==> src/verilog/line_pkg.sv <==
// types shared by the line drawer and the scan-out path
// palette is fixed 12-bit rgb, entry 0 is the background colour
package line_pkg;

    typedef logic signed [15:0] coord_t;  // screen and framebuffer coords
    typedef logic [3:0] cidx_t;           // palette index
    typedef logic [3:0] chan_t;           // one colour channel

    typedef struct packed {
        coord_t x0;
        coord_t y0;
        coord_t x1;
        coord_t y1;
        cidx_t  cidx;
    } line_cmd_t;

    typedef struct packed {
        logic       hsync;
        logic       vsync;
        logic       de;
        logic [7:0] red;
        logic [7:0] green;
        logic [7:0] blue;
    } pix_out_t;

    typedef struct packed {
        coord_t sx;
        coord_t sy;
        logic   hsync;
        logic   vsync;
        logic   de;
        logic   frame;  // first pixel of line 0
        logic   line;   // first pixel of every line
    } raster_t;

    typedef enum logic [1:0] {
        IDLE,
        WAIT_FRAME,
        DRAW,
        DONE
    } draw_state_t;

    // 16 colours, rrrr_gggg_bbbb
    localparam logic [11:0] PALETTE [16] = '{
        12'h000, 12'h235, 12'h725, 12'h085,
        12'hA53, 12'h555, 12'hCCC, 12'hFFE,
        12'hF04, 12'hFA0, 12'hFE2, 12'h0E3,
        12'h2AF, 12'h879, 12'hF7A, 12'hFCA
    };

endpackage

==> src/verilog/line_sequencer.sv <==
`timescale 1ns/1ns

// one line command at a time, strobes while busy are dropped
// drawing starts on the frame after the command is taken
module line_sequencer import line_pkg::*; (
    input  logic      clk_pix,
    input  logic      rst_n,
    input  line_cmd_t cmd,
    input  logic      cmd_stb,
    input  logic      frame,
    input  logic      done,
    output logic      busy,
    output logic      draw_start,
    output line_cmd_t line
);

    draw_state_t state;

    always_ff @(posedge clk_pix) begin
        if (!rst_n) begin
            state      <= IDLE;
            draw_start <= 1'b0;
        end else begin
            draw_start <= 1'b0;
            case (state)
                IDLE: begin
                    if (cmd_stb) begin
                        state <= WAIT_FRAME;
                    end
                end
                WAIT_FRAME: begin
                    if (frame) begin
                        state      <= DRAW;
                        draw_start <= 1'b1;  // high in the first DRAW cycle
                    end
                end
                DRAW: begin
                    if (done) begin
                        state <= DONE;
                    end
                end
                DONE:    state <= IDLE;
                default: state <= IDLE;
            endcase
        end
    end

    // command register, held until the next accepted strobe
    always_ff @(posedge clk_pix) begin
        if (state == IDLE && cmd_stb) begin
            line <= cmd;
        end
    end

    assign busy = (state != IDLE);

endmodule

==> config.mk <==
export PLATFORM = sky130hd
export DESIGN_NAME = line_sequencer
export DESIGN_NICKNAME = d
export VERILOG_FILES = /design/src/verilog/line_pkg.sv /design/src/verilog/line_sequencer.sv
export SDC_FILE = /design/constraint.sdc
export NUM_CORES = 1
export LEC_CHECK = 0
export BUFFER_PORTS_ARGS = -buffer_cell sky130_fd_sc_hd__buf_2
export CELL_PAD_IN_SITES_DETAIL_PLACEMENT = 1
export CELL_PAD_IN_SITES_GLOBAL_PLACEMENT = 2
export CORE_AREA = 5 5 98 109
export DETAILED_ROUTE_END_ITERATION = 8
export DIE_AREA = 0 0 103 114
export GPL_ROUTABILITY_DRIVEN = 0
export PLACE_DENSITY = 0.82
export SLEW_MARGIN = 20
export SYNTH_ARGS = -nofsm -noshare
export SYNTH_HDL_FRONTEND = slang
export SYNTH_SLANG_ARGS = --single-unit
==> constraint.sdc <==
create_clock -name clk_pix -period 4.51 [get_ports clk_pix]
set_clock_uncertainty 0.05 [all_clocks]
set_input_delay 0.902 -clock clk_pix [delete_from_list [all_inputs] [get_ports clk_pix]]
set_output_delay 0.902 -clock clk_pix [all_outputs]
set_load 0.05 [all_outputs]
**Yosys cells after proc, flatten, opt, wreduce, memory -nomap -nowiden**

Cells that the tools add are included.

- Register bits after elaboration: 71
- Input bits: 73
- Output and inout port bits: 70

- Eq/ne operators: 6
- Mux-type cells: 5
- Reductions and logical operators: 5

Operator list:

| cell | number |
|---|---|
| 2-bit case mux with 4 select lines | 1 |
| 2-bit two-way mux | 3 |
| 2-bit != test, second input constant | 3 |
| 2-bit equality test, second input constant | 2 |
| 3-bit AND reduction | 1 |
| 2-bit by 1-bit equality test with 1-bit output, second input constant | 1 |
| 2-bit zero test | 1 |
| 2-bit AND reduction | 1 |
| 2-bit nonzero test | 1 |
| 1-bit logical AND | 1 |
| 1-bit two-way mux | 1 |

**Depth between registers and ports, before layout**

- Word-level depth: 3
- Mapped depth: 4
- Mapped depth without buffers: 4

**Worst setup path after synthesis**

No wires, ideal clock.

- Path kind: input to register
- From: in cmd_stb
- To: reg line[0] (netlist bit) (enable)
- Data arrival time: 3.774 ns
- Slack: 0.191 ns
- Buffers on the path: 0
- Cell stages on the path: 2
- Required time: 3.965 ns
- Setup time: 0.495 ns
- Cell sequence: inv_1 -> nor2_1

- Cells in the longest elaborated chain, start to end: 1

Ends and longest elaborated chain:

| what | RTL line | RTL |
|---|---|---|
| start: declaration | line_sequencer.sv:9 | `input logic cmd_stb,` |
| 1-bit logical AND | line_sequencer.sv:50 | `if (state == IDLE && cmd_stb) begin` |
| end signal: assignment | line_sequencer.sv:51 | `line <= cmd;` |
| end: declaration | line_sequencer.sv:14 | `output line_cmd_t line` |

No other way between the ends.
A chain may end at the register's enable or synchronous reset.

**Worst setup path after layout**

- From: reg state[0]
- To: out busy

- Cells in the longest elaborated chain, start to end: 1

Ends and longest elaborated chain:

| what | RTL line | RTL |
|---|---|---|
| start: declaration | line_sequencer.sv:17 | `draw_state_t state;` |
| start signal: assignment | line_sequencer.sv:21 | `state <= IDLE;` |
| start signal: assignment | line_sequencer.sv:28 | `state <= WAIT_FRAME;` |
| start signal: assignment | line_sequencer.sv:33 | `state <= DRAW;` |
| 2-bit nonzero test | line_sequencer.sv:55 | `assign busy = (state != IDLE);` |
| end: declaration | line_sequencer.sv:12 | `output logic busy,` |

No other way between the ends.

==> flow_metrics.py <==
metrics = {
    "yosys": {
        "synth_ff_type": "edfxtp_1",
        "synth.most_common_cell": "edfxtp_1",
        "synth-edff-count": 68,
        "synth-async-reset-ratio_pct": 0,
        "ys_types": 10,
        "synthTopCellsByArea": "edfxtp_1, dfxtp_1, ha_1",
        "ys_top_cells_by_count": "edfxtp_1, inv_1, dfxtp_1, ha_1, nand2_1",
        "synth_nets": 165,
        "yosysWarningCount": 0,
        "syn_inst": 89,
        "synth-seq-cells": 71,
        "yosysTopAreaCellShare_pct": 92.0,
        "avgSynthCellArea_um2": 24.9,
        "ys_seq_area_share_pct": 94.8,
        "synth.largest_area_cell": "edfxtp_1",
        "syn_area_um2": 2220,
    },
    "global_route": {
        "grtUsageMet1_pct": 8.02,
        "grt_max_degree": 42,
        "grt_pass1_wl_um": 8160,
        "overflow": 0,
        "grt_util_met2_pct": 18.1,
        "busiest_layer": "met2",
        "grt_pass1_vias": 1593,
        "antenna_found_initial": 3,
        "gr-usage-all-layers_pct": 9.76,
        "gr-usage-met3_pct": 5.44,
    },
    "clocking": {
        "clk_pin_slew_ns": 0.06,
        "cts-htree-levels": 3,
        "postCtsHoldBufs": 0,
        "cts_made_buffers": 9,
        "clock_latency_ns": 0.32,
        "cts_resized": 0,
        "cts.path.max_buffers": 2,
        "cts_setup_buffers": 0,
        "cts_root_buffer": "clkbuf_8",
        "tritoncts": "done",
        "clkSinkCount": 71,
    },
    "die": {
        "start_util_pct": 23.1,
        "fp.dieH_um": 114,
        "io_pins": 143,
        "core_area_um2": 9600,
        "die_w_um": 103,
        "dieArea_um2": 11700,
        "rows": 38,
    },
    "placement": {
        "numPlacedInstances": 353,
        "numPortBuffers": 142,
        "place_area_um2": 3100,
        "dp_slack_ns": 1.72,
    },
    "route": {
        "wl_per_cell_um": 15.7,
        "drc_errors": 0,
        "first_pass_iters": 4,
        "via_per_inst": 3.84,
        "drtIter0Drc": 70,
        "vias": 1421,
        "ant_nets": 0,
        "routed_wl_um": 5800,
    },
    "sta": {
        "finalMaxSlewViolations": 0,
        "rsz0062_at_grt": "false",
        "tightestPinTransition_ns": 0.528,
        "finalCritPeriodShare_pct": 51.8,
        "hold_viol": 0,
        "setup_ws_ns": 2.17,
        "worst_slew_margin_rel_pct": 64.8,
        "setup_tns_ns": 0,
        "finalSetupViolations": 0,
        "max_freq_ghz": 0.428,
        "fin_crit_ns": 2.34,
    },
    "pwr": {
        "powerDensity_nw_per_um2": 680,
        "ir_worst_vdd_mv": 0.226,
        "power_leakage_nw": 1.42,
    },
    "final_layout": {
        "nets": 321,
        "postLayoutCellArea_um2": 3300,
        "antennaDiodeCount": 0,
        "fin_cells": 370,
        "post-route-util_pct": 34.4,
        "drive_above_1_share_pct": 63.6,
        "area_delta_synth_final_pct": 48.8,
    },
    "critical_path": {
        "cp_max_fo": 3,
        "critPathMostFrequentCell": "inv_1",
        "crit_path_cell_trace": "inv_1 -> ha_1 -> inv_1 -> buf_2",
        "worstPathArrival_ns": 1.39,
        "path_class": "reg2out",
        "cpPeakStageDelay_ns": 0.36,
        "cp-end-kind": "output port",
        "start_kind": "flip-flop",
        "crit_path_top_delay_cell": "dfxtp_1",
        "worstPathRequired_ns": 3.56,
    },
    "status": {
        "status": "complete, no violations",
    },
    "flow_run": {
        "cap_violations": 0,
    },
    "hold_path": {
        "hold_path_class": "reg2reg",
    },
}
-- registers in the layout, summed over array words and instances, names as in the netlist --
name,count
state,2
line,68
draw_start,1
-- placed cells by master, fill, tap and decap left out, types with 2 or more instances in the layout --
cell	count
dfxtp_1	3
clkbuf_8	9
nand2_1	3
buf_4	2
ha_1	3
clkbuf_1	2
clkinv_2	3
inv_1	6
mux2i_1	2
buf_2	142
edfxtp_1	68
-- layer usage --
layer	vias to the layer above	part of all wire, %
li1	658	-
met1	680	30
met2	66	57
met3	11	11
met4	6	1.3
met5	-	0.71
-- cell families after synthesis --
family                     Yosys count  synth area share, %
DFF                                 71                 94.8
buffers and inverters                6                 1.02
and+or+nand+nor                      5                0.959
adders and majority gates            3                 1.69
AOI/OAI and AO/OA                    2                0.677
muxes                                2                0.902
-- power by group --
group | switching [mW] | internal, mW | total, mW
clock network | 0.217 | 0.251 | 0.469
registers | 0.0371 | 0.917 | 0.954
logic | 0.666 | 0.158 | 0.824
-- area by class of cell --
class                   instances  area [um2]
fillers                      1048        6300
flip-flops and latches         71        2100
repair buffers                145         746
well taps                     120         150
clock buffers                  11         131
multi-input cells              12         101
clock inverters                 5        48.8
inverters                       6        22.5
-- per-stage QoR --
step | power [mW] | hold WS (ns)
after floorplan | 1.59 | 0.401
after detailed placement | 1.80 | 0.437
after global placement | 1.77 | 0.415
after global routing | 2.35 | 0.481
final | 2.25 | 0.441
after CTS | 2.28 | 0.447
-- worst max-delay path: cells and delay by family (launching register included) --
| kind | cells | cell delay [ns] |
|---|---|---|
| flops | 1 | 0.36 |
| buf+inv | 3 | 0.47 |
| fa+ha+maj | 1 | 0.23 |
-- final timing paths --
path                         start                    end  slack [ns]  cells past startpoint
min reg2reg  state[1]$_SDFFE_PN0P_  state[1]$_SDFFE_PN0P_        0.44                      2
max          state[0]$_SDFFE_PN0P_                   busy        2.17                      4
min          state[1]$_SDFFE_PN0P_  state[1]$_SDFFE_PN0P_        0.44                      2
max reg2reg  state[0]$_SDFFE_PN0P_     line[16]$_DFFE_PP_        2.57                      6
Power figures use the tool's default switching activity.
