===== src/verilog/line_pkg.sv =====
// types shared by the line drawer and the scan-out path
// palette is fixed 12-bit rgb, entry 0 is the background colour
package line_pkg;

    typedef logic signed [15:0] coord_t;  // screen and framebuffer coords
    typedef logic [3:0] cidx_t;           // palette index
    typedef logic [3:0] chan_t;           // one colour channel

    typedef struct packed {
        coord_t x0;
        coord_t y0;
        coord_t x1;
        coord_t y1;
        cidx_t  cidx;
    } line_cmd_t;

    typedef struct packed {
        logic       hsync;
        logic       vsync;
        logic       de;
        logic [7:0] red;
        logic [7:0] green;
        logic [7:0] blue;
    } pix_out_t;

    typedef struct packed {
        coord_t sx;
        coord_t sy;
        logic   hsync;
        logic   vsync;
        logic   de;
        logic   frame;  // first pixel of line 0
        logic   line;   // first pixel of every line
    } raster_t;

    typedef enum logic [1:0] {
        IDLE,
        WAIT_FRAME,
        DRAW,
        DONE
    } draw_state_t;

    // 16 colours, rrrr_gggg_bbbb
    localparam logic [11:0] PALETTE [16] = '{
        12'h000, 12'h235, 12'h725, 12'h085,
        12'hA53, 12'h555, 12'hCCC, 12'hFFE,
        12'hF04, 12'hFA0, 12'hFE2, 12'h0E3,
        12'h2AF, 12'h879, 12'hF7A, 12'hFCA
    };

endpackage


===== src/verilog/display_timings.sv =====
`timescale 1ns/1ns

// raster order is active, front porch, sync, back porch on both axes
// hsync and vsync are active high; raster lags the raw counters by one clock
module display_timings import line_pkg::*; #(
    parameter int H_ACTIVE = 1280,
    parameter int H_FP     = 110,
    parameter int H_SYNC   = 40,
    parameter int H_BP     = 220,
    parameter int V_ACTIVE = 720,
    parameter int V_FP     = 5,
    parameter int V_SYNC   = 5,
    parameter int V_BP     = 20
) (
    input  logic    clk_pix,
    input  logic    rst_n,
    output raster_t raster
);

    localparam int H_TOTAL = H_ACTIVE + H_FP + H_SYNC + H_BP;
    localparam int V_TOTAL = V_ACTIVE + V_FP + V_SYNC + V_BP;
    localparam int HS_BEG  = H_ACTIVE + H_FP;
    localparam int HS_END  = HS_BEG + H_SYNC;
    localparam int VS_BEG  = V_ACTIVE + V_FP;
    localparam int VS_END  = VS_BEG + V_SYNC;

    coord_t  hc;   // raw horizontal position
    coord_t  vc;   // raw line number
    raster_t nxt;

    always_ff @(posedge clk_pix) begin
        if (!rst_n) begin
            hc <= '0;
            vc <= '0;
        end else if (hc == coord_t'(H_TOTAL - 1)) begin
            hc <= '0;
            if (vc == coord_t'(V_TOTAL - 1)) begin
                vc <= '0;
            end else begin
                vc <= vc + coord_t'(1);
            end
        end else begin
            hc <= hc + coord_t'(1);
        end
    end

    // decode from the raw counters
    always_comb begin
        nxt.sx    = hc;
        nxt.sy    = vc;
        nxt.hsync = (hc >= coord_t'(HS_BEG)) && (hc < coord_t'(HS_END));
        nxt.vsync = (vc >= coord_t'(VS_BEG)) && (vc < coord_t'(VS_END));  // whole lines
        nxt.de    = (hc < coord_t'(H_ACTIVE)) && (vc < coord_t'(V_ACTIVE));
        nxt.frame = (hc == '0) && (vc == '0);
        nxt.line  = (hc == '0);
    end

    always_ff @(posedge clk_pix) begin
        if (!rst_n) begin
            raster <= '0;
        end else begin
            raster <= nxt;
        end
    end

endmodule


===== config.mk =====
export PLATFORM = sky130hd
export DESIGN_NAME = display_timings
export DESIGN_NICKNAME = d
export VERILOG_FILES = /design/src/verilog/line_pkg.sv /design/src/verilog/display_timings.sv
export SDC_FILE = /design/constraint.sdc
export NUM_CORES = 1
export LEC_CHECK = 0
export BUFFER_PORTS_ARGS = -buffer_cell sky130_fd_sc_hd__buf_4
export CELL_PAD_IN_SITES_DETAIL_PLACEMENT = 2
export CELL_PAD_IN_SITES_GLOBAL_PLACEMENT = 2
export CORE_MARGIN = 2
export CORE_UTILIZATION = 32
export CTS_CLUSTER_DIAMETER = 80
export DETAILED_ROUTE_END_ITERATION = 10
export PLACE_DENSITY_LB_ADDON = 0.1
export SYNTH_ARGS = -nofsm -noshare
export SYNTH_HDL_FRONTEND = slang
export SYNTH_SLANG_ARGS = --single-unit

===== constraint.sdc =====
create_clock -name clk_pix -period 1.5 [get_ports clk_pix]
set_input_delay 0.075 -clock clk_pix [delete_from_list [all_inputs] [get_ports clk_pix]]
set_output_delay 0.075 -clock clk_pix [all_outputs]
set_load 0.03 [all_outputs]

Yosys cells after proc, flatten, opt, wreduce, memory -nomap -nowiden
Cells that the tools add are included.
- register bits: 69
- output and inout port bits: 37
- logic and storage cells: 28
- add/sub/neg operators: 2
- magnitude comparators: 6
- equal/unequal tests: 2
- muxes and demuxes: 1
- bitwise logic cells: 1
- reductions and logical operators: 7
- operators with widths (cell ; number):
    16-bit by 2-bit adder with 16-bit output (second input constant) ; 2
    16-bit logical NOT ; 2
    16-bit by 11-bit less-than comparator with 1-bit output (second input constant) ; 2
    16-bit by 12-bit less-than comparator with 1-bit output (second input constant) ; 2
    16-bit by 11-bit == test with 1-bit output (second input constant) ; 1
    16-bit by 12-bit == test with 1-bit output (second input constant) ; 1
    16-bit by 11-bit >= comparator with 1-bit output (second input constant) ; 1
    16-bit by 12-bit >= comparator with 1-bit output (second input constant) ; 1
    16-bit 2-to-1 mux ; 1
    1-bit logical AND ; 4
    2-bit OR reduction ; 1
    1-bit inverter ; 1

Longest topological paths before layout
- word-level depth: 2
- gate-level depth with buffers: 7
- depth with buffers taken out: 6

Least setup slack after synthesis
OpenSTA, ideal clock, no wires.
- path type: flip-flop to flip-flop
- start: register vc[0]
- end: register vc[10]
- setup time: 0.076 ns
- arrival time: 1.634 ns
- setup slack: -0.210 ns
- stages on the path, launching flop included: 6
- buffers on the path: 0
- clock period less this slack: 1.710 ns
- path through: dfxtp_1 > ha_1 > inv_1 > or4_1 > or3_1 > o22ai_1
- longest elaborated chain between the ends: 2
- elaborated cells between the ends (all ways): 3
- classes of those cells: add/sub: 1; eq/ne: 1; mux: 1
- RTL lines (what ; line ; text):
    start, declared ; display_timings.sv:28 ; coord_t vc;
    start signal, assigned ; display_timings.sv:40 ; vc <= vc + coord_t'(1);
    16-bit by 2-bit adder with 16-bit output or 16-bit by 11-bit == test with 1-bit output (tied branches) ; display_timings.sv:40, display_timings.sv:37 ;
    16-bit 2-to-1 mux (*) ; display_timings.sv:37 ; if (vc == coord_t'(V_TOTAL - 1)) begin
Mark *: on every way between the ends. The rest lies on a longest branch, timed or not.
A chain may end at the register's enable or synchronous reset.

Worst setup path in the final report
- start: register hc[12]
- end: register vc[5]
- longest elaborated chain between the ends: 1
- RTL lines (what ; line ; text):
    start, declared ; display_timings.sv:27 ; coord_t hc;
    start signal, assigned ; display_timings.sv:43 ; hc <= hc + coord_t'(1);
    16-bit by 12-bit == test with 1-bit output ; display_timings.sv:35 ; end else if (hc == coord_t'(H_TOTAL - 1)) begin
No other way between the ends.

==> flow_summary.json <==
{
  "peakVddDrop_uv": 394,
  "synth_nets": 330,
  "first_pass_iters": 4,
  "grt_pass1_wl_um": 16700,
  "max_slew_margin_pct": 60.5,
  "area_delta_synth_final_pct": 53.0,
  "antenna_found_initial": 0,
  "seq_area_frac_synth_pct": 46.4,
  "min_period_ns": 1.71,
  "fill_cells": 958,
  "clk_pin_slew_ns": 0.08,
  "async_flop_share_pct": 0,
  "synth.distinct_cells": 49,
  "synth-seq-cells": 69,
  "maxSlewViolCount": 0,
  "tightest_slew_ns": 0.592,
  "violations": "negative setup slack",
  "end_kind": "flip-flop",
  "timing.hold.ws_ns": 0.482,
  "avgViaCountPerCell": 5.27,
  "setup_violations": 33,
  "cts_buffers": 9,
  "syn_area_mm2": 0.00298,
  "clockBufferDepth": 2,
  "yosys_most_used_dff": "dfxtp_1",
  "finalPower_mw": 3.55,
  "required_ns": 1.79,
  "ant_nets": 0,
  "drive_above_1_share_pct": 49.2,
  "synth_edf_count": 0,
  "maxCapViolations": 0,
  "fmax_mhz": 584,
  "crit_fanout": 4,
  "io_buffers": 38,
  "coreArea_mm2": 0.00915,
  "yosysTopAreaCell": "dfxtp_1",
  "diodes": 0,
  "outcome": "finished with violations",
  "hp-class": "flip-flop to flip-flop",
  "clock-sinks": 69,
  "postRouteWirelength_um": 11200,
  "place_congestion": 0.824,
  "syn_inst": 320,
  "ios": 39,
  "die_y_um": 100,
  "initial_core_util_pct": 32.5,
  "num_vias": 2897,
  "nets": 444,
  "clock_latency_ns": 0.37,
  "die_x_um": 100,
  "grt_max_degree": 20,
  "grt_pass1_vias": 3204,
  "die-area_mm2": 0.0101,
  "synth.most_common_cell": "dfxtp_1",
  "timing.final.ws_setup_ns": -0.212,
  "dpl.hpwl_um": 7250,
  "grt.overflow.total": 0,
  "critPathKind": "flip-flop to flip-flop",
  "ctsRootBufferMaster": "clkbuf_8",
  "start_kind": "flip-flop",
  "p_per_area_mw_per_mm2": 779,
  "yosysWarnings": 0,
  "cts_tree": "built",
  "synth_common_cells": "69 x dfxtp_1, 24 x nor2_1, 23 x nand2_1",
  "synth_area_leaders": "dfxtp_1 46%, and2_1 4.4%, ha_1 3.4%, nor2_1 3.0%, nand2_1 2.9%",
  "cts.htree.levels": 3,
  "skew_ns": 0.0125,
  "period_share_pct": 114,
  "synth_top_area_share_pct": 46.4,
  "drc": 0,
  "post_drt_wl_per_cell_um": 20.3,
  "track_usage_pct": 21.7,
  "rsz0062_at_grt": "yes",
  "rows": 35,
  "cp_data_arrival_time_ns": 2.00,
  "synth.avg_cell_area_um2": 9.30,
  "drt_iter0_drc": 64,
  "p_leak_nw": 1.94,
  "hold_viol": 0
}
-- registers in the layout, indices dropped and copies added (netlist names) --
signal / count
raster: 37
vc: 16
hc: 16
-- worst paths after layout --
kind | startpoint | end | slack, ns | depth (start not counted)
setup / recovery | hc[12]$_SDFF_PP0_ | vc[5]$_SDFFE_PN0P_ | -0.21 | 5
hold / removal | hc[0]$_SDFF_PP0_ | hc[0]$_SDFF_PP0_ | 0.48 | 1
setup reg to reg | hc[12]$_SDFF_PP0_ | vc[5]$_SDFFE_PN0P_ | -0.21 | 5
hold reg to reg | hc[0]$_SDFF_PP0_ | hc[0]$_SDFF_PP0_ | 0.48 | 1
-- kinds of logic (layout without fill, tap and decap cells) --
kind of cell,after synthesis,after routing,share of synthesized area (%)
mux,3,3,1.09
fa+ha+maj,8,8,3.36
simple gates,148,149,30.3
compound gates,43,43,10.3
flops,69,69,46.4
buf+inv,38,156,5.38
xor+xnor,11,11,3.24
-- critical path, cell delays in order, from the launching register on --
cell,delay [ns]
dfxtp_4,0.36
or4_4,0.57
nor3b_4,0.27
nand3_4,0.16
buf_6,0.17
o22ai_2,0.09
-- cells in the final DEF (no fill, tap or decap), types with 6 or more instances in the layout --
cell,synthesis,final
nand4_1,9,9
clkbuf_8,0,10
and2_1,21,20
dfxtp_2,0,18
nand3_1,15,11
inv_1,16,13
nand2_1,23,23
buf_4,0,113
buf_6,0,7
and3_1,7,6
dfxtp_1,69,47
nor2_1,24,23
xor2_1,9,9
-- report_power, final --
part / internal (mW) / switching [mW] / leakage (nW)
Sequential: 1.85 / 0.0221 / 0.570
Combinational: 0.114 / 0.150 / 1.29
Clock: 0.641 / 0.774 / 0.0824
Total: 2.60 / 0.946 / 1.94
-- final cells by class --
type | instances | area [µm²] | area share (%)
Multi-Input combinational cell | 214 | 1770 | 38.9
Sequential cell | 69 | 1420 | 31.1
Timing Repair Buffer | 124 | 992 | 21.8
Clock buffer | 12 | 145 | 3.19
Tap cell | 111 | 139 | 3.05
Inverter | 16 | 62.6 | 1.37
Clock inverter | 4 | 25.0 | 0.549
-- routing by layer --
metal / vias up / GRT usage (%) / share of wire, %
li1: 1360 / - / -
met1: 1477 / 24.1 / 40
met2: 36 / 40.6 / 55
met3: 24 / 3.62 / 1.9
met4: 0 / 9.06 / 2.4
met5: - / 0 / 0
-- repair_timing --
| item | 4_1_cts | 5_1_grt |
|---|---|---|
| endpoints found under the hold margin | 3 | 0 |
| resized for setup | 37 | 23 |
| gates cloned | 1 | 0 |
| endpoints found under the setup margin | 34 | 35 |
| buffers inserted | 9 | 3 |
| hold buffers | 1 | 0 |
| pin swaps | 11 | 10 |
-- stage by stage --
stage	cells	setup TNS (ns)	utilization (%)	cell area, µm²	setup slack [ns]
6_report	550	-4.71	49.8	4560	-0.212
5_1_grt	550	-6.37	49.8	4560	-0.267
4_1_cts	547	-3.22	48.2	4420	-0.165
3_5_place_dp	520	-3.57	43.8	4010	-0.274
3_3_place_gp	520	-2.61	43.8	4010	-0.189
2_1_floorplan	320	-0.423	-	3180	-0.0866
(Power assumes the default switching activity.)
