===== src/verilog/line_pkg.sv =====
// types shared by the line drawer and the scan-out path
// palette is fixed 12-bit rgb, entry 0 is the background colour
package line_pkg;

    typedef logic signed [15:0] coord_t;  // screen and framebuffer coords
    typedef logic [3:0] cidx_t;           // palette index
    typedef logic [3:0] chan_t;           // one colour channel

    typedef struct packed {
        coord_t x0;
        coord_t y0;
        coord_t x1;
        coord_t y1;
        cidx_t  cidx;
    } line_cmd_t;

    typedef struct packed {
        logic       hsync;
        logic       vsync;
        logic       de;
        logic [7:0] red;
        logic [7:0] green;
        logic [7:0] blue;
    } pix_out_t;

    typedef struct packed {
        coord_t sx;
        coord_t sy;
        logic   hsync;
        logic   vsync;
        logic   de;
        logic   frame;  // first pixel of line 0
        logic   line;   // first pixel of every line
    } raster_t;

    typedef enum logic [1:0] {
        IDLE,
        WAIT_FRAME,
        DRAW,
        DONE
    } draw_state_t;

    // 16 colours, rrrr_gggg_bbbb
    localparam logic [11:0] PALETTE [16] = '{
        12'h000, 12'h235, 12'h725, 12'h085,
        12'hA53, 12'h555, 12'hCCC, 12'hFFE,
        12'hF04, 12'hFA0, 12'hFE2, 12'h0E3,
        12'h2AF, 12'h879, 12'hF7A, 12'hFCA
    };

endpackage


===== src/verilog/draw_line.sv =====
`timescale 1ns/1ns

// bresenham engine, one point per clock, all eight octants
// spans must stay within +/-16383 so the doubled error term fits coord_t
module draw_line import line_pkg::*; (
    input  logic   clk_pix,
    input  logic   rst_n,
    input  logic   start,
    input  coord_t x0,
    input  coord_t y0,
    input  coord_t x1,
    input  coord_t y1,
    output coord_t x,
    output coord_t y,
    output logic   drawing,
    output logic   done
);

    coord_t xe, ye;      // latched end point
    coord_t dx, dy;      // dy is held as minus |dy|
    coord_t dx_in, dy_in;
    coord_t err;
    coord_t e2;
    logic   right, down; // step directions
    logic   step_x, step_y;
    logic   last;

    // deltas of the incoming command
    always_comb begin
        dx_in = (x1 >= x0) ? x1 - x0 : x0 - x1;
        dy_in = (y1 >= y0) ? y0 - y1 : y1 - y0;  // negative magnitude
    end

    always_comb begin
        e2     = err <<< 1;
        step_x = (e2 >= dy);   // ties step both axes
        step_y = (e2 <= dx);
        last   = (x == xe) && (y == ye);
    end

    always_ff @(posedge clk_pix) begin
        if (!rst_n) begin
            drawing <= 1'b0;
            done    <= 1'b0;
        end else begin
            done <= 1'b0;
            if (start) begin
                drawing <= 1'b1;
            end else if (drawing && last) begin
                drawing <= 1'b0;
                done    <= 1'b1;  // cycle after the final point
            end
        end
    end

    always_ff @(posedge clk_pix) begin
        if (start) begin
            x     <= x0;
            y     <= y0;
            xe    <= x1;
            ye    <= y1;
            dx    <= dx_in;
            dy    <= dy_in;
            err   <= dx_in + dy_in;
            right <= (x1 >= x0);
            down  <= (y1 >= y0);
        end else if (drawing && !last) begin
            if (step_x) begin
                x <= right ? x + coord_t'(1) : x - coord_t'(1);
            end
            if (step_y) begin
                y <= down ? y + coord_t'(1) : y - coord_t'(1);
            end
            err <= err + (step_x ? dy : '0) + (step_y ? dx : '0);
        end
    end

endmodule


===== config.mk =====
export PLATFORM = sky130hd
export DESIGN_NAME = draw_line
export DESIGN_NICKNAME = d
export VERILOG_FILES = /design/src/verilog/line_pkg.sv /design/src/verilog/draw_line.sv
export SDC_FILE = /design/constraint.sdc
export NUM_CORES = 1
export LEC_CHECK = 0
export ABC_AREA = 0
export BUFFER_PORTS_ARGS = -buffer_cell sky130_fd_sc_hd__buf_2
export CAP_MARGIN = 10
export CORE_MARGIN = 3
export CORE_UTILIZATION = 45
export CTS_CLUSTER_SIZE = 12
export DETAILED_ROUTE_END_ITERATION = 10
export HOLD_SLACK_MARGIN = 0.12
export SYNTH_ARGS = -nofsm -noshare
export SYNTH_HDL_FRONTEND = slang
export SYNTH_SLANG_ARGS = --single-unit
export TNS_END_PERCENT = 100

===== constraint.sdc =====
create_clock -name clk_pix -period 5.5 [get_ports clk_pix]
set_input_delay 0 -clock clk_pix [delete_from_list [all_inputs] [get_ports clk_pix]]
set_output_delay 0 -clock clk_pix [all_outputs]
set_load 0.01 [all_outputs]

# ---- Word-level counts from Yosys, hierarchy flattened
# Cells that the tools add are included.
dict set report totals {
  register_bits 116
  latch_bits 0
  mem_bits_rw 0
  mem_bits_ro 0
  input_bits 67
  output_inout_bits 34
  wordCells 57
  mem_count 0
}
dict set report op_classes {
  add_sub_neg 11
  n_mul 0
  n_div 0
  magnitude_cmp 4
  n_eq_ne 2
  n_shift 0
  mux 17
  bitwise_logic 1
  reduce_logical 11
}
# cell count
set op_table {}
lappend op_table {{$mux 16} 14}
lappend op_table {{$sub 16x16->16} 4}
lappend op_table {{$add 16x16->16} 3}
lappend op_table {{$ge 16x16->1} 3}
lappend op_table {{$add 16x2->16 const B} 2}
lappend op_table {{$eq 16x16->1} 2}
lappend op_table {{$sub 16x2->16 const B} 2}
lappend op_table {{$le 16x16->1} 1}
lappend op_table {{$reduce_bool 2->1} 4}
lappend op_table {{$reduce_and 2->1} 2}
lappend op_table {{$logic_and 1x1->1} 3}
lappend op_table {{$mux 1} 3}
lappend op_table {{$reduce_or 2->1} 1}
lappend op_table {{$logic_not 1->1} 1}
lappend op_table {{$not 1->1} 1}

# ---- Longest topological paths before layout
# Gate-level depths: netlist of run 1.
dict set report depth {
  ltp_word 6
  mapped_depth 23
  depth_no_buf 23
}

# ---- Worst setup path after synthesis of run 1
# OpenSTA, ideal clock, no wires.
dict set report synth_path {
  path_type {register to register}
  startpoint {register err[1]}
  endpoint {register err[13] (data pin)}
  setup_ps 261
  arrival_ps 4621
  t_required_ps 5239
  setup_slack_ps 618
  stages_incl_launch_ff 22
  n_path_buf 0
  period_less_slack_ps 4882
  path_cell_list {edfxtp_1 ha_1 a21o_1 a21o_1 a21o_1 o21a_1 or3_1 mux2i_1 nor2_1 fa_1 ha_1 inv_1 fa_1 nor2b_1 o21ai_0 a21oi_1 o21ai_0 a21boi_0 o21ai_0 a21oi_1 o21ai_0 a221o_1}
}
dict set report synth_via {
  elab_chain_cells 6
}
# item line_no
set synth_lines {}
lappend synth_lines {{from (decl)} draw_line.sv:22} ;# coord_t err;
lappend synth_lines {{from (signal assigned)} draw_line.sv:64} ;# err <= dx_in + dy_in;
lappend synth_lines {{from (signal assigned)} draw_line.sv:74} ;# err <= err + (step_x ? dy : '0) + (step_y ? dx : '0);
lappend synth_lines {{$ge 16x16->1} draw_line.sv:36} ;# step_x = (e2 >= dy);
lappend synth_lines {{$mux 16} draw_line.sv:74}
lappend synth_lines {{$add 16x16->16} draw_line.sv:74}
lappend synth_lines {{$add 16x16->16 (*)} draw_line.sv:74}
lappend synth_lines {{$mux 16 (*)} draw_line.sv:67} ;# end else if (drawing && !last) begin
lappend synth_lines {{$mux 16 (*)} draw_line.sv:57} ;# if (start) begin
# Mark *: on every way between the ends. The rest lies on a longest branch, timed or not. The select of a mux whose other input is x is not followed.
# A chain may end at the register's enable or synchronous reset.

# ---- Worst setup path after layout of run 1
# Same ends and word-level chain as after synthesis.

==> impl_metrics.py, run 1 <==
metrics = {
    "synth": {
        "avgSynthCellArea_um2": 9.30,
        "synthCells": 1185,
        "synth_area_mm2": 0.0110,
        "seq_area_frac_synth_pct": 31.1,
        "synth_ff_type": "edfxtp_1",
        "synth_seq_cells": 115,
        "synth_edf_count": 113,
        "synth.distinct_cells": 64,
        "yosysWarnings": 0,
        "ys_async_sr_fraction_pct": 0,
        "syn_nets": 1421,
    },
    "global_route": {
        "grt_pass1_wl_mm": 48.8,
        "grt_pass1_vias": 9106,
        "antenna_found_initial": 0,
        "gr-total-overflow": 0,
        "grt_util_all_layers_pct": 23.4,
        "grt_max_degree": 56,
    },
    "floorplanning": {
        "initial_core_util_pct": 46.4,
        "die_h_um": 163,
        "core_area_mm2": 0.0238,
        "placementRows": 56,
        "pin_count": 101,
        "die_x_um": 163,
        "dieArea_mm2": 0.0264,
    },
    "placement": {
        "io_buffers": 100,
        "place_hpwl_mm": 23.3,
        "dp_cells": 1586,
        "globalplace.congestion": 0.862,
    },
    "run": {
        "maxCapViolations": 0,
    },
    "setup_path": {
        "critical_path_class": "reg -> reg",
        "cp.required_ns": 5.66,
        "cp_data_arrival_time_ns": 5.31,
        "critPathLaunchType": "flop",
        "crit_fanout": 4,
        "end_kind": "flop",
        "rr_worst_depth": 21,
    },
    "hold_path": {
        "hold_depth": 2,
        "hold_class": "in -> reg",
    },
    "final_layout": {
        "post-route-util_pct": 55.6,
        "seq_area_mm2": 0.00343,
        "layout-drive-gt1-share_pct": 13.5,
        "n_fill_cell": 2160,
        "nNetsFinal": 1593,
        "fin_cells": 1689,
        "diodes": 0,
        "multi_input_area_mm2": 0.00696,
        "flow.area_growth_from_synthesis_pct": 19.7,
    },
    "routing": {
        "post_drt_wl_per_cell_um": 17.9,
        "post-route-drc-count": 0,
        "ant_nets": 0,
        "firstDrtPassIters": 5,
        "route.final.wire_length_mm": 30.2,
        "viasPerCell": 5.43,
        "num_vias": 9177,
        "drtIter0Drc": 551,
    },
    "power": {
        "internal_power_mw": 3.96,
        "p_leak_nw": 5.96,
        "p_sw_mw": 3.06,
        "power.share.clock_pct": 16.3,
        "swShare_pct": 43.6,
        "peakVddDrop_v": 0.000269,
        "power_mw": 7.02,
        "combPwrFrac_pct": 61.0,
        "p_seq_share_pct": 22.7,
        "power.density_mw_per_mm2": 532,
    },
    "timing": {
        "setup_viol": 0,
        "clock_skew_ns": 0.0160,
        "hold_viol_final": 0,
        "worstMarginPinSlew_ns": 1.09,
        "period_minus_slack_ns": 5.14,
        "max_freq_mhz": 195,
        "min_period_over_period_pct": 93.5,
        "finalMaxSlewViolations": 0,
        "max_slew_margin_pct": 26.7,
    },
    "clocking": {
        "cts_max_level": 4,
        "worstSkewPairLatency_ns": 0.42,
        "cts_buffer_depth": 2,
        "cts-buffers-inserted": 17,
        "root_buffer": "clkbuf_16",
        "cts_tree": "done",
        "clk_pin_slew_ns": 0.07,
        "clock-sinks": 115,
    },
    "outcome": {
        "status": "finished clean",
    },
}
==> per-layer routing <==
layer  vias up  share of wire [%]  global-route usage [%]
li1       4619                  -                       -
met1      4277                 49                    33.8
met2       252                 46                    38.3
met3        29                3.8                    2.09
met4         0                1.2                    5.66
met5         -                  0                       0
==> critical path, cell delays in order (launching register included) <==
cell,delay [ns]
edfxtp_1,0.43
ha_1,0.33
a21o_1,0.19
a21o_1,0.17
a21o_1,0.19
o21a_1,0.20
or3_1,0.41
mux2i_4,0.22
nor2_1,0.10
fa_1,0.53
ha_1,0.18
inv_1,0.06
fa_1,0.39
nor2b_1,0.12
o21ai_0,0.11
a21oi_1,0.18
o21ai_1,0.10
a21boi_1,0.20
o21ai_1,0.13
a21oi_2,0.23
o21ai_0,0.12
a221o_1,0.30
==> cells by family (layout without fill, tap and decap cells) <==
group	count (synthesis)	count (layout)	share of synthesized area, %
xor+xnor	97	97	7.71
fa+ha+maj	169	169	20.7
buf+inv	168	353	5.98
compound gates	320	320	19.1
mux	32	32	3.05
flops	115	115	31.1
simple gates	284	284	12.3
==> per-stage QoR <==
stage	setup TNS, ns	worst slack, ns	hold WS (ns)	instance area, um^2
4_1_cts	0	0.0355	0.305	13100
5_1_grt	-0.00324	-0.00324	0.319	13200
3_5_place_dp	0	0.0245	0.198	11900
3_3_place_gp	0	0.209	0.201	11900
2_1_floorplan	0	0.618	0.0989	11000
6_report	0	0.359	0.329	13200
==> cells in the final DEF, fill, tap and decap left out, types with 29 or more instances in the layout <==
master | synthesis | final
buf_2 | 8 | 99
a21o_1 | 41 | 41
inv_1 | 136 | 136
nor2_1 | 93 | 93
a21oi_1 | 90 | 89
ha_1 | 147 | 146
dlygate4sd3_1 | 0 | 66
nand2_1 | 66 | 66
xor2_1 | 29 | 29
edfxtp_1 | 113 | 113
xnor2_1 | 68 | 68
o21ai_0 | 71 | 68
==> repair_timing <==
item,in CTS,in global routing
buffers inserted,0,5
hold endpoints to repair,82,0
gates resized for setup,1,8
setup endpoints to repair,1,4
hold buffers,66,0
pin swaps,0,4
==> path summary, 6_finish.rpt <==
check | slack [ns] | end | from
max | 0.36 | err[13]$_DFFE_PP_ | err[1]$_DFFE_PP_
min | 0.33 | xe[15]$_DFFE_PP_ | x1[15]
max reg2reg | 0.36 | err[13]$_DFFE_PP_ | err[1]$_DFFE_PP_
min reg2reg | 0.49 | done$_SDFF_PP0_ | drawing$_SDFFE_PN0P_
==> synth_stat cells (9+ instances only) <==
cell | number | area (um^2)
fa_1 | 22 | 440
nor2b_1 | 15 | 93.8
xor2_1 | 29 | 254
nand2b_1 | 11 | 68.8
ha_1 | 147 | 1840
o21bai_1 | 14 | 105
a211oi_1 | 22 | 165
o21ai_0 | 71 | 355
edfxtp_1 | 113 | 3390
xnor2_1 | 68 | 596
nor3_1 | 22 | 110
nor2_1 | 93 | 349
or3_1 | 9 | 56.3
mux2i_1 | 19 | 190
nand4_1 | 22 | 138
a21oi_1 | 90 | 450
o211ai_1 | 9 | 67.6
mux2_2 | 13 | 146
a21o_1 | 41 | 308
nand3_1 | 12 | 60.1
nand2_1 | 66 | 248
clkbuf_1 | 17 | 63.8
inv_1 | 136 | 510
==> final cells by class <==
cell class / count / share of cell area (%)
clock buffer: 19 / 3.28
tap: 319 / 3.02
sequential: 115 / 26.0
multi-input combinational: 902 / 52.7
clock inverter: 13 / 1.21
inverter: 137 / 3.90
timing repair buffer: 184 / 9.84
==> power by group through the flow <==
stage          clock network [mW]  registers [mW]  logic, mW
3_3_place_gp                    0            1.61       4.10
4_1_cts                      1.16            1.60       4.24
2_1_floorplan                   0            1.59       3.11
3_5_place_dp                    0            1.61       4.15
6_report                     1.14            1.59       4.29
5_1_grt                      1.19            1.63       4.86
==> sequential cells by signal (all words and copies together), names as in the netlist <==
name     count
done         1
xe          16
err         15
right        1
x           16
dy          16
dx          16
ye          16
drawing      1
y           16
down         1
(Power assumes the default switching activity.)
==> run 2, diff against run 1 <==
--- a/config.mk
+++ b/config.mk
@@ -9,10 +9,11 @@
 export BUFFER_PORTS_ARGS = -buffer_cell sky130_fd_sc_hd__buf_2
 export CAP_MARGIN = 10
 export CORE_MARGIN = 3
-export CORE_UTILIZATION = 45
+export CORE_UTILIZATION = 62
 export CTS_CLUSTER_SIZE = 12
 export DETAILED_ROUTE_END_ITERATION = 10
 export HOLD_SLACK_MARGIN = 0.12
+export PLACE_DENSITY = 0.83
 export SYNTH_ARGS = -nofsm -noshare
 export SYNTH_HDL_FRONTEND = slang
 export SYNTH_SLANG_ARGS = --single-unit
==> run 2 against run 1 <==
  * Combinational power grew 3%
  * Worst hold slack got worse by 0.17 ns
  * Maximum frequency is 1.3% lower
  * Critical path depth did not move
  * Global-route usage increased by 8.9 points
  * Count of clock-buffer cells in the layout fell by 2
  * Design area down 0.94%
  * Sequential power about the same
  * Critical endpoint is now err[14]$_DFFE_PP_
  * Largest power group unchanged
==> impl_metrics.py, run 2 (same netlist as run 1, synthesis figures left out) <==
metrics = {
    "outcome": {
        "status": "finished clean",
    },
    "routing": {
        "post_drt_wl_per_cell_um": 19.8,
        "num_vias": 9957,
        "viasPerCell": 6.25,
        "ant_nets": 0,
        "firstDrtPassIters": 6,
        "route.final.wire_length_mm": 31.5,
        "post-route-drc-count": 0,
        "drtIter0Drc": 836,
    },
    "clocking": {
        "cts_max_level": 4,
        "cts-buffers-inserted": 17,
        "cts_buffer_depth": 2,
        "worstSkewPairLatency_ns": 0.43,
        "cts_tree": "done",
        "clk_pin_slew_ns": 0.06,
        "clock-sinks": 115,
        "root_buffer": "clkbuf_16",
    },
    "final_layout": {
        "final_common_cell": "ha_1",
        "stdcell_area_mm2": 0.0131,
        "flow.area_growth_from_synthesis_pct": 18.6,
        "nNetsFinal": 1587,
        "layout_common_cells": "147 x ha_1, 136 x inv_1, 113 x edfxtp_1",
        "layout-drive-gt1-share_pct": 13.0,
        "post-route-util_pct": 75.3,
        "n_fill_cell": 1112,
    },
    "power": {
        "peakVddDrop_v": 0.000409,
        "power.density_mw_per_mm2": 555,
        "p_leak_nw": 5.97,
    },
    "setup_path": {
        "critPathLaunchType": "primary input",
        "critical_path_class": "in -> reg",
        "cp_top_family": "compound AO/OA/AOI/OAI gates",
        "path_buf_inv": 4,
        "cp_slowest_cell": "a32oi_4",
        "end_kind": "flop",
        "crit_fanout": 16,
        "worstPathCellList": "dlygate4sd3_1 -> buf_2 -> inv_1 -> ha_1 -> nand4_1 -> a2111oi_2 -> o31ai_1 -> a32oi_4 -> buf_4 -> nor3b_1 -> a31o_2 -> xnor2_1 -> ha_1 -> a21oi_1 -> o21bai_1 -> a31oi_1 -> o211ai_1 -> a31o_2 -> a21oi_1 -> and4b_1 -> a221oi_2",
        "slowest_delay_ns": 0.65,
        "cp.required_ns": 5.65,
        "cp_data_arrival_time_ns": 5.36,
    },
    "floorplanning": {
        "dieArea_mm2": 0.0194,
        "die_x_um": 139,
        "pin_count": 101,
        "placementRows": 48,
        "initial_core_util_pct": 63.5,
        "core_area_mm2": 0.0174,
        "die_h_um": 139,
    },
    "hold_path": {
        "hold_class": "in -> reg",
    },
    "timing": {
        "min_period_over_period_pct": 94.7,
        "hold_slack_ns": 0.157,
        "max_freq_mhz": 192,
        "rsz0062_at_grt": "no",
        "period_minus_slack_ns": 5.21,
        "clock_skew_ns": 0.0141,
        "max_slew_margin_pct": 32.2,
        "setup_viol": 0,
        "hold_viol_final": 0,
        "tns_ns": 0,
        "worstMarginPinSlew_ns": 1.01,
        "finalMaxSlewViolations": 0,
    },
    "placement": {
        "place_hpwl_mm": 22.6,
        "io_buffers": 100,
        "postPlaceCellArea_mm2": 0.0118,
        "globalplace.congestion": 0.924,
    },
    "global_route": {
        "grt_pass1_vias": 9692,
        "grt_max_degree": 58,
        "gr-total-overflow": 0,
        "grt_util_all_layers_pct": 32.4,
        "antenna_found_initial": 1,
        "grt_pass1_wl_mm": 50.3,
    },
    "run": {
        "maxCapViolations": 0,
    },
}
-- run 2: changes by cell type in the layout (fill, tap and decap cells not counted), sizes merged --
cell and delta:
clkbuf -2, diode +3, clkinv +1, dlygate4sd3 -1, clkinvlp -1, buf -5
bufinv +2
-- run 2: cell type report --
type	instances	area, um^2	area share, %
multi-input cells	902	6950	53.1
clock buffers	17	425	3.25
inverters	137	514	3.93
well taps	225	282	2.15
repair buffers	178	1250	9.57
flip-flops and latches	115	3430	26.3
diodes	3	7.51	0.0574
clock inverters	15	213	1.63
-- run 2: final timing paths --
path              slack, ns                 to  cells past startpoint            startpoint
setup / recovery       0.29  err[14]$_DFFE_PP_                     21                y0[13]
hold / removal         0.16   dx[12]$_DFFE_PP_                      1                 start
setup reg to reg       0.32  err[13]$_DFFE_PP_                     20      err[1]$_DFFE_PP_
hold reg to reg        0.49    done$_SDFF_PP0_                      1  drawing$_SDFFE_PN0P_
-- run 2: what timing repair did --
action | 4_1_cts | 5_1_grt
hold buffers | 65 | 0
setup endpoints to repair | 0 | 4
gates resized for setup | 0 | 5
setup buffers | 0 | 1
hold endpoints to repair | 68 | 0
-- run 2: power breakdown --
part	switching [mW]	internal [mW]
Sequential	0.247	1.36
Combinational	2.51	1.92
Clock	0.428	0.799
-- run 2: routing by layer --
layer  GRT usage (%)  part of all wire [%]  up-vias
met5               0                     0        -
met4            14.1                   4.0        0
met3            5.67                   8.4       91
met2            53.7                    47      555
met1            41.8                    40     4709
li1                -                     -     4602
-- run 2: metrics by stage --
| step | std cells | setup WS, ns | power (mW) |
|---|---|---|---|
| 6_report | 1592 | 0.291 | 7.25 |
| 5_1_grt | 1590 | 0.00440 | 7.81 |
| 4_1_cts | 1588 | 0.0466 | 7.10 |
| 3_5_place_dp | 1491 | 0.0919 | 5.76 |
| 3_3_place_gp | 1491 | 0.264 | 5.61 |
| 2_1_floorplan | 1185 | 0.618 | 4.71 |
